## src/quick_spi_pkg.sv

```systemverilog
package quick_spi_pkg;

    localparam int data_width = 32;
    localparam int addr_width = 8;
    localparam int strb_width = data_width / 8;

    localparam int mem_bytes = 64;
    localparam int mem_words = 16;
    localparam int word_lsb  = $clog2(strb_width);   // byte lanes below the word index
    localparam int word_bits = $clog2(mem_words);
    localparam int byte_bits = $clog2(mem_bytes);

    typedef logic [word_bits-1:0] word_addr_t;
    typedef logic [byte_bits-1:0] byte_addr_t;
    typedef logic [15:0]          bit_count_t;

    // control area, bit counts are stored big-endian
    localparam int ctrl_byte    = 0;
    localparam int slave_byte   = 1;
    localparam int tx_bits_byte = 2;
    localparam int rx_bits_byte = 6;

    localparam int tx_buf_start = 12;
    localparam int rx_buf_start = 38;   // everything from here up is written only by the engine

    localparam int ctrl_cpol_bit  = 0;
    localparam int ctrl_cpha_bit  = 1;
    localparam int ctrl_start_bit = 2;
    localparam int ctrl_read_bit  = 4;

    localparam int num_slaves = 2;
    localparam int slave_bits = (num_slaves > 1) ? $clog2(num_slaves) : 1;
    typedef logic [slave_bits-1:0] slave_idx_t;

    localparam logic [1:0] axi_resp_okay = 2'b00;

    typedef struct packed {
        logic                  en;
        word_addr_t            addr;
        logic [data_width-1:0] data;
        logic [strb_width-1:0] strb;
    } reg_wr_t;

    typedef struct packed {
        logic       cpol;
        logic       cpha;
        logic       start;
        logic       enable_read;
        slave_idx_t slave;
        bit_count_t tx_bits;
        bit_count_t rx_bits;
    } spi_cfg_t;

    // one received bit on its way into the receive buffer
    typedef struct packed {
        logic       en;
        byte_addr_t addr;
        logic [2:0] bit_idx;
        logic       value;
    } rx_bit_wr_t;

    typedef enum logic [1:0] {
        st_idle,
        st_select,
        st_shift,
        st_finish
    } spi_state_e;

endpackage
```

## src/quick_spi_axi.sv

```systemverilog
module quick_spi_axi (
    input  logic                                    s_axi_aclk,
    input  logic                                    s_axi_aresetn,

    input  logic [quick_spi_pkg::addr_width-1:0]    s_axi_awaddr,
    input  logic                                    s_axi_awvalid,
    output logic                                    s_axi_awready,

    input  logic [quick_spi_pkg::data_width-1:0]    s_axi_wdata,
    input  logic [quick_spi_pkg::strb_width-1:0]    s_axi_wstrb,
    input  logic                                    s_axi_wvalid,
    output logic                                    s_axi_wready,

    output logic [1:0]                              s_axi_bresp,
    output logic                                    s_axi_bvalid,
    input  logic                                    s_axi_bready,

    input  logic [quick_spi_pkg::addr_width-1:0]    s_axi_araddr,
    input  logic                                    s_axi_arvalid,
    output logic                                    s_axi_arready,

    output logic [quick_spi_pkg::data_width-1:0]    s_axi_rdata,
    output logic [1:0]                              s_axi_rresp,
    output logic                                    s_axi_rvalid,
    input  logic                                    s_axi_rready,

    output quick_spi_pkg::reg_wr_t                  reg_wr,
    output quick_spi_pkg::word_addr_t               rd_addr,
    input  logic [quick_spi_pkg::data_width-1:0]    rd_word
);
    import quick_spi_pkg::*;

    logic                  wr_ready;
    logic                  bvalid_q;
    logic                  arready_q;
    logic                  rvalid_q;
    logic                  wr_accept;
    logic                  rd_accept;
    word_addr_t            rd_addr_q;
    logic [data_width-1:0] rdata_q;

    // address and data are taken together, a pending response holds off the next beat
    assign wr_accept = s_axi_awvalid && s_axi_wvalid && !wr_ready && !bvalid_q;
    assign rd_accept = s_axi_arvalid && !arready_q && !rvalid_q;

    always_ff @(posedge s_axi_aclk) begin
        if (!s_axi_aresetn) begin
            wr_ready <= 1'b0;
            bvalid_q <= 1'b0;
        end else begin
            wr_ready <= wr_accept;
            if (wr_ready) begin
                bvalid_q <= 1'b1;
            end else if (s_axi_bready) begin
                bvalid_q <= 1'b0;
            end
        end
    end

    always_ff @(posedge s_axi_aclk) begin
        if (!s_axi_aresetn) begin
            arready_q <= 1'b0;
            rvalid_q  <= 1'b0;
        end else begin
            arready_q <= rd_accept;
            if (arready_q) begin
                rvalid_q <= 1'b1;
            end else if (s_axi_rready) begin
                rvalid_q <= 1'b0;
            end
        end
    end

    always_ff @(posedge s_axi_aclk) begin
        if (rd_accept) begin
            rd_addr_q <= s_axi_araddr[word_lsb +: word_bits];
        end
        if (arready_q) begin
            rdata_q <= rd_word;   // held here so rdata stays put under back-pressure
        end
    end

    // the write strobe is issued in the handshake cycle itself
    assign reg_wr.en   = wr_ready;
    assign reg_wr.addr = s_axi_awaddr[word_lsb +: word_bits];
    assign reg_wr.data = s_axi_wdata;
    assign reg_wr.strb = s_axi_wstrb;

    assign rd_addr = rd_addr_q;

    assign s_axi_awready = wr_ready;
    assign s_axi_wready  = wr_ready;
    assign s_axi_bresp   = axi_resp_okay;
    assign s_axi_bvalid  = bvalid_q;
    assign s_axi_arready = arready_q;
    assign s_axi_rdata   = rvalid_q ? rdata_q : '0;
    assign s_axi_rresp   = axi_resp_okay;
    assign s_axi_rvalid  = rvalid_q;

    property hold_until_ready(valid, ready);
        @(posedge s_axi_aclk) disable iff (!s_axi_aresetn)
            valid && !ready |=> valid;
    endproperty

    assert property (hold_until_ready(s_axi_bvalid, s_axi_bready))
        else $error("bvalid dropped before bready");
    assert property (hold_until_ready(s_axi_rvalid, s_axi_rready))
        else $error("rvalid dropped before rready");

endmodule

```

## config.mk

```make
export PLATFORM = sky130hd
export DESIGN_NAME = quick_spi_axi
export DESIGN_NICKNAME = d
export VERILOG_FILES = /design/src/quick_spi_pkg.sv /design/src/quick_spi_axi.sv
export SDC_FILE = /design/constraint.sdc
export NUM_CORES = 1
export LEC_CHECK = 0
export BUFFER_PORTS_ARGS = -buffer_cell sky130_fd_sc_hd__buf_2
export CAP_MARGIN = 25
export CORE_AREA = 10 10 108 62
export CTS_CLUSTER_DIAMETER = 50
export DETAILED_ROUTE_END_ITERATION = 6
export DIE_AREA = 0 0 118 72
export GPL_TIMING_DRIVEN = 0
export PLACE_DENSITY = 0.94
export SYNTH_ARGS = -nofsm -noshare
export SYNTH_HDL_FRONTEND = slang
export SYNTH_SLANG_ARGS = --single-unit
```

## constraint.sdc

```tcl
create_clock -name s_axi_aclk -period 3.4 [get_ports s_axi_aclk]
set_input_delay 0.34 -clock s_axi_aclk [delete_from_list [all_inputs] [get_ports s_axi_aclk]]
set_output_delay 0.34 -clock s_axi_aclk [all_outputs]
set_load 0.005 [all_outputs]
```

==> impl_metrics.py, run 1 <==
metrics = {
    "timing": {
        "fmax_ghz": 0.5794,
        "rsz0062_at_grt": "no",
        "clock_skew_ps": 3.277,
        "period_share_pct": 50.76,
        "finalMaxSlewViolations": 0,
        "hold_violations": 0,
        "finalSetupViolCount": 0,
        "worst-slew-pin-transition_ps": 810.0,
        "min_period_ps": 1726,
        "setup_tns_ps": 0,
        "slew_headroom_pct": 46.00,
    },
    "worst_hold_path": {
        "hold_start": "rd_word[24]",
        "holdPathEnd": "rdata_q[24]",
        "hold_path_class": "in2reg",
        "hold_depth": 1,
    },
    "route": {
        "vias": 1331,
        "wl_per_cell_um": 15.47,
        "finalWirelength_um": 5183,
        "via_per_inst": 3.973,
        "drtPass1Iterations": 4,
        "route.detailed.drc": 0,
        "drtIter0Drc": 26,
        "drtAntennaViolNets": 0,
    },
    "layout": {
        "area_growth_pct": 46.35,
        "nNetsFinal": 355,
        "final_cell_mix": "buf_2, buf_4, edfxtp_1",
        "layout-drive-gt1-share_pct": 68.30,
        "final_common_cell": "buf_2",
        "num_antenna_cells": 0,
        "utilization_pct": 54.69,
    },
    "power_and_ir_drop": {
        "peakVddDrop_uv": 245.1,
        "p_per_area_mw_per_mm2": 412.1,
        "finalPower_uw": 1076,
        "p_leak_uw": 0.001331,
    },
    "logic_synthesis": {
        "ys_seq_elements": 40,
        "synth.distinct_cells": 11,
        "yosysWarnings": 0,
        "synth_area_mm2": 0.001784,
        "syn_inst": 130,
        "syn_avg_cell_area_um2": 13.72,
        "ys_seq_area_share_pct": 65.08,
    },
    "place": {
        "gp_congestion": 0.6589,
        "post-dp-hpwl_um": 4433,
        "port-buffer-count": 124,
    },
    "clock_network": {
        "h-tree-depth": 2,
        "cts.sinks": 40,
        "cts_root_buf": "clkbuf_8",
        "clockBufferDepth": 2,
        "cts_setup_buffers": 0,
        "clock_latency_ps": 280,
        "cts_tree": "built",
        "hold_buffers": 0,
        "cts_resized": 0,
        "cts_buffers": 5,
        "clk_pin_slew_ps": 70,
    },
    "worst_setup_path": {
        "cpPeakStageDelay_ps": 860,
        "start_kind": "flip-flop",
        "rr_startpoint": "s_axi_arready",
        "crit_chain": "buf_2",
        "end_kind": "primary output",
        "rrSetupSlack_ps": 2040,
        "critical_path_buf_inv_count": 1,
        "reg2regPathDepth": 2,
        "cp.arrival_ps": 1390,
        "crit_path_max_fanout": 35,
        "reg2reg_to": "s_axi_arready",
        "worstSetupPathType": "reg2out",
        "crit_required_ps": 3060,
        "path_delay_family": "flip-flops",
        "crit_slowest_cell": "dfxtp_2",
    },
    "floorplanning": {
        "dieHeight_um": 72,
        "core_mm2": 0.004775,
        "num_rows": 18,
        "initial_core_util_pct": 37.37,
        "die_w_um": 118,
        "ios": 177,
        "dieArea_mm2": 0.008496,
    },
    "grt": {
        "antenna_found_initial": 0,
        "grt_use_met2_pct": 21.96,
        "grt-ovfl-total": 0,
        "met3_usage_pct": 6.100,
        "grt_pass1_vias": 1566,
        "top_usage_layer": "met2",
        "use_met1_pct": 11.38,
        "grt_pass1_wl_um": 7914,
        "grtUsageTotal_pct": 11.70,
        "grt_start_max_net_pins": 36,
    },
    "run_status": {
        "status": "finished clean",
    },
    "job": {
        "cap_violations": 0,
    },
}
## worst max-delay path by stage
| stage | start | endpoint | cells after the start |
|---|---|---|---|
| final | s_axi_arready | s_axi_arready | 1 |
| after global routing | s_axi_arready | s_axi_arready | 1 |
| after CTS | s_axi_arready | s_axi_arready | 1 |
| after detailed placement | s_axi_arready | s_axi_arready | 1 |
| after global placement | s_axi_arready | s_axi_arready | 1 |
| after floorplan | s_axi_arready | s_axi_arready | 2 |
## metrics by stage
stage                     instances  worst slack, ps  area [um2]  hold WS (ps)
after floorplan                 133             1851        1795         424.6
after global placement          327             1441        2504         415.4
after detailed placement        327             1955        2505         447.3
after CTS                       335             1634        2611         215.3
after global routing            335             1549        2611         205.4
final                           335             1674        2611         227.4
## cell usage after synthesis
cell type	n	share of area, %
nor2b_1	2	0.70
clkbuf_2	3	0.84
buf_4	46	19
edfxtp_1	36	61
nand4b_1	1	0.49
nor2_1	1	0.21
dfxtp_1	4	4.5
conb_1	1	0.21
nor3b_2	1	0.70
and2_1	33	12
o21a_1	2	0.84
## flip-flops by register name, indices dropped and copies added, names as in the netlist
| name | count |
|---|---|
| rd_addr | 4 |
| rdata_q | 32 |
| s_axi_arready | 1 |
| s_axi_awready | 1 |
| s_axi_bvalid | 1 |
| s_axi_rvalid | 1 |
## report_power, final
part	internal, uW	switching [uW]	leakage (uW)	total (uW)
Sequential	563	15.5	0.000368	578
Combinational	85.8	45.5	0.000910	131
Clock	214	153	0.0000532	367
Total	862	214	0.00133	1080
## per-layer routing
layer / part of all wire (%) / up-vias
li1: - / 647
met1: 36 / 608
met2: 55 / 74
met3: 9.4 / 2
met4: 0.33 / 0
met5: 0 / -
## final cells by class
| class | count | area [um2] |
|---|---|---|
| flip-flops and latches | 40 | 1162 |
| clock buffers | 5 | 68.82 |
| plain buffers | 49 | 360.3 |
| repair buffers | 124 | 620.6 |
| well taps | 70 | 87.58 |
| fillers | 439 | 2163 |
| clock inverters | 3 | 37.54 |
| multi-input cells | 44 | 274.0 |
## cells by family after synthesis
kind of cell,after synthesis,synth area share (%)
DFF,40,65.08
other,1,0.2102
and+or+nand+nor,38,13.67
AOI/OAI and AO/OA,2,0.8413
buffers and inverters,49,20.20
Power figures use the tool's default switching activity.
==> run 2: changes to the inputs <==
--- a/config.mk
+++ b/config.mk
@@ -5,14 +5,15 @@
 export SDC_FILE = /design/constraint.sdc
 export NUM_CORES = 1
 export LEC_CHECK = 0
+export ABC_AREA = 1
 export BUFFER_PORTS_ARGS = -buffer_cell sky130_fd_sc_hd__buf_2
 export CAP_MARGIN = 25
-export CORE_AREA = 10 10 108 62
+export CORE_AREA = 10 10 118 67
 export CTS_CLUSTER_DIAMETER = 50
 export DETAILED_ROUTE_END_ITERATION = 6
-export DIE_AREA = 0 0 118 72
+export DIE_AREA = 0 0 128 77
 export GPL_TIMING_DRIVEN = 0
-export PLACE_DENSITY = 0.94
+export PLACE_DENSITY = 0.86
 export SYNTH_ARGS = -nofsm -noshare
 export SYNTH_HDL_FRONTEND = slang
 export SYNTH_SLANG_ARGS = --single-unit
==> constraint.sdc (replaced) <==
create_clock -name s_axi_aclk -period 1.45 [get_ports s_axi_aclk]
set_input_delay 0.145 -clock s_axi_aclk [delete_from_list [all_inputs] [get_ports s_axi_aclk]]
set_output_delay 0.145 -clock s_axi_aclk [all_outputs]
set_load 0.005 [all_outputs]
==> run 2 against run 1 <==
Net effect: die area increased by 16%; sequential power increased by 140%; largest power group unchanged; cell count increased by 15%; core utilization decreased by 7.9 points; routed wire length increased by 3.8%; combinational power increased to 2.5 times the previous value; power increased to 2.5 times the previous value; cell area increased by 5.0%; clock power increased to 2.9 times the previous value; non-clock buffer count increased by 1; sequential share of layout area decreased by 2.0 points.
==> impl_metrics.py, run 2 <==
metrics = {
    "run_status": {
        "status": "finished clean",
    },
    "timing": {
        "finalSetupViolCount": 0,
        "finalMaxSlewViolations": 0,
        "rsz0062_at_grt": "no",
        "period_share_pct": 87.31,
        "fin_ws_ps": 184.0,
        "clock_skew_ps": 2.534,
        "fmax_ghz": 0.7899,
        "hold_violations": 0,
        "min_period_ps": 1266,
        "setup_tns_ps": 0,
    },
    "power_and_ir_drop": {
        "p_leak_uw": 0.001628,
        "p_per_area_mw_per_mm2": 997.6,
        "peakVddDrop_uv": 443.9,
    },
    "route": {
        "via_per_inst": 3.846,
        "drtPass1Iterations": 3,
        "wl_per_cell_um": 14.01,
        "route.detailed.drc": 0,
        "drtAntennaViolNets": 0,
        "finalWirelength_um": 5380,
        "drtIter0Drc": 20,
        "vias": 1477,
    },
    "layout": {
        "fin_cells": 384,
        "finalInstanceArea_mm2": 0.002741,
        "layout-drive-gt1-share_pct": 60.26,
        "area_growth_pct": 46.95,
        "final_cell_mix": "buf_2, buf_4, nand2_1",
        "largest_reg_flops": 32,
        "final_common_cell": "buf_2",
        "fillCellCount": 563,
        "top_register": "rdata_q",
        "nNetsFinal": 397,
        "utilization_pct": 46.82,
        "num_antenna_cells": 0,
    },
    "floorplanning": {
        "ios": 177,
        "initial_core_util_pct": 31.86,
        "num_rows": 20,
        "core_mm2": 0.005856,
        "die_w_um": 128,
        "dieHeight_um": 77,
        "dieArea_mm2": 0.009856,
    },
    "worst_setup_path": {
        "start_kind": "flip-flop",
        "crit_chain": "buf_2",
        "cp.arrival_ps": 1120,
        "critical_path_buf_inv_count": 1,
        "crit_path_max_fanout": 35,
        "worstSetupPathType": "reg2out",
        "crit_path_start": "s_axi_arready",
        "crit_slowest_cell": "dfxtp_4",
        "path_delay_family": "flip-flops",
        "crit_required_ps": 1310,
        "end_kind": "primary output",
        "rr_startpoint": "s_axi_arready",
        "cpPeakStageDelay_ps": 640,
    },
    "logic_synthesis": {
        "synth_edf_count": 36,
        "synth_top_area_cell": "edfxtp_1",
        "synth_top_area_share_pct": 57.95,
        "ys_seq_area_share_pct": 62.24,
        "syn_avg_cell_area_um2": 10.85,
        "yosysMostFrequentCell": "buf_4",
        "synth_area_mm2": 0.001866,
        "syn_inst": 172,
        "synth.distinct_cells": 10,
        "ys_seq_elements": 40,
        "ys_async_sr_fraction_pct": 0,
        "synth_ff_type": "edfxtp_1",
        "synth_area_leaders": "edfxtp_1, buf_4, nand2_1",
        "synth.top_cells.by_count": "buf_4, nand2_1, inv_1, edfxtp_1",
        "yosysWarnings": 0,
    },
    "job": {
        "cap_violations": 0,
    },
    "worst_hold_path": {
        "hold_path_class": "in2reg",
        "hold_start": "rd_word[7]",
    },
    "clock_network": {
        "clock_latency_ps": 270,
        "cts.sinks": 40,
        "cts_tree": "built",
        "cts_root_buf": "clkbuf_16",
        "cts_setup_buffers": 0,
        "hold_buffers": 0,
        "cts_resized": 1,
        "cts_buffers": 5,
        "h-tree-depth": 2,
        "clk_pin_slew_ps": 60,
        "clockBufferDepth": 2,
    },
    "place": {
        "port-buffer-count": 124,
        "post-dp-hpwl_um": 4690,
        "dpl_cell_area_mm2": 0.002595,
        "gp_congestion": 0.7083,
        "placed_cells": 376,
        "post-place-ws_ps": 39.81,
    },
    "grt": {
        "grt_start_max_net_pins": 36,
        "grt_pass1_vias": 1592,
        "antenna_found_initial": 1,
        "grt_pass1_wl_um": 8335,
        "grtUsageTotal_pct": 10.52,
        "grt-ovfl-total": 0,
    },
}
==> run 2: cell types whose count changed after synthesis, sizes merged, moves of 3 or more <==
cell / change
nand2: +38
buf: +4
clkbuf: -3
inv: +37
nor2: +4
and2: -33
==> run 2: metrics by stage <==
step	hold WS, ps	total power [uW]
floorplan	243.9	1539
global placement	321.3	1712
detailed placement	323.4	1724
CTS	34.34	2791
global route	30.19	2874
finish	41.46	2735
==> run 2: worst paths after layout <==
check / end / slack [ps] / cells after the start
worst max-delay path: s_axi_arready / 180 / 1
worst min-delay path: rdata_q[7] / 40 / 1
worst max register to register: rd_addr[0] / 300 / 3
worst min register to register: s_axi_bvalid / 510 / 2
==> run 2: per-layer routing <==
| metal | wire [um] | global-route usage (%) | vias up |
|---|---|---|---|
| li1 | - | - | 734 |
| met2 | 2658 | 18.85 | 93 |
| met3 | 804 | 6.932 | 2 |
| met5 | 0 | 0 | - |
| met1 | 1908 | 9.753 | 648 |
| met4 | 8 | 2.349 | 0 |
==> run 2: power breakdown <==
part           leakage (uW)  total [uW]  internal, uW  switching [uW]
Combinational       0.00119         333           205             127
Sequential         0.000368        1360          1320            35.3
Clock             0.0000736        1050           633             414
Total               0.00163        2730          2160             577
==> run 2: cell type report <==
cell class	count	area (um2)	area share, %
clock buffer	5	125.1	4.564
buffer	50	390.4	14.24
clock inverter	3	18.77	0.6846
tap	77	96.34	3.514
timing repair buffer	124	620.6	22.64
sequential	40	1165	42.49
inverter	37	138.9	5.066
multi-input combinational	48	186.4	6.801
==> run 2: logic make-up (layout without fill, tap and decap cells) <==
kind of cell,after synthesis,in the layout,synth area share [%]
other,1,4,0.2010
buffers and inverters,87,219,28.37
and+or+nand+nor,43,43,8.920
AOI/OAI and AO/OA,1,1,0.2680
DFF,40,40,62.24
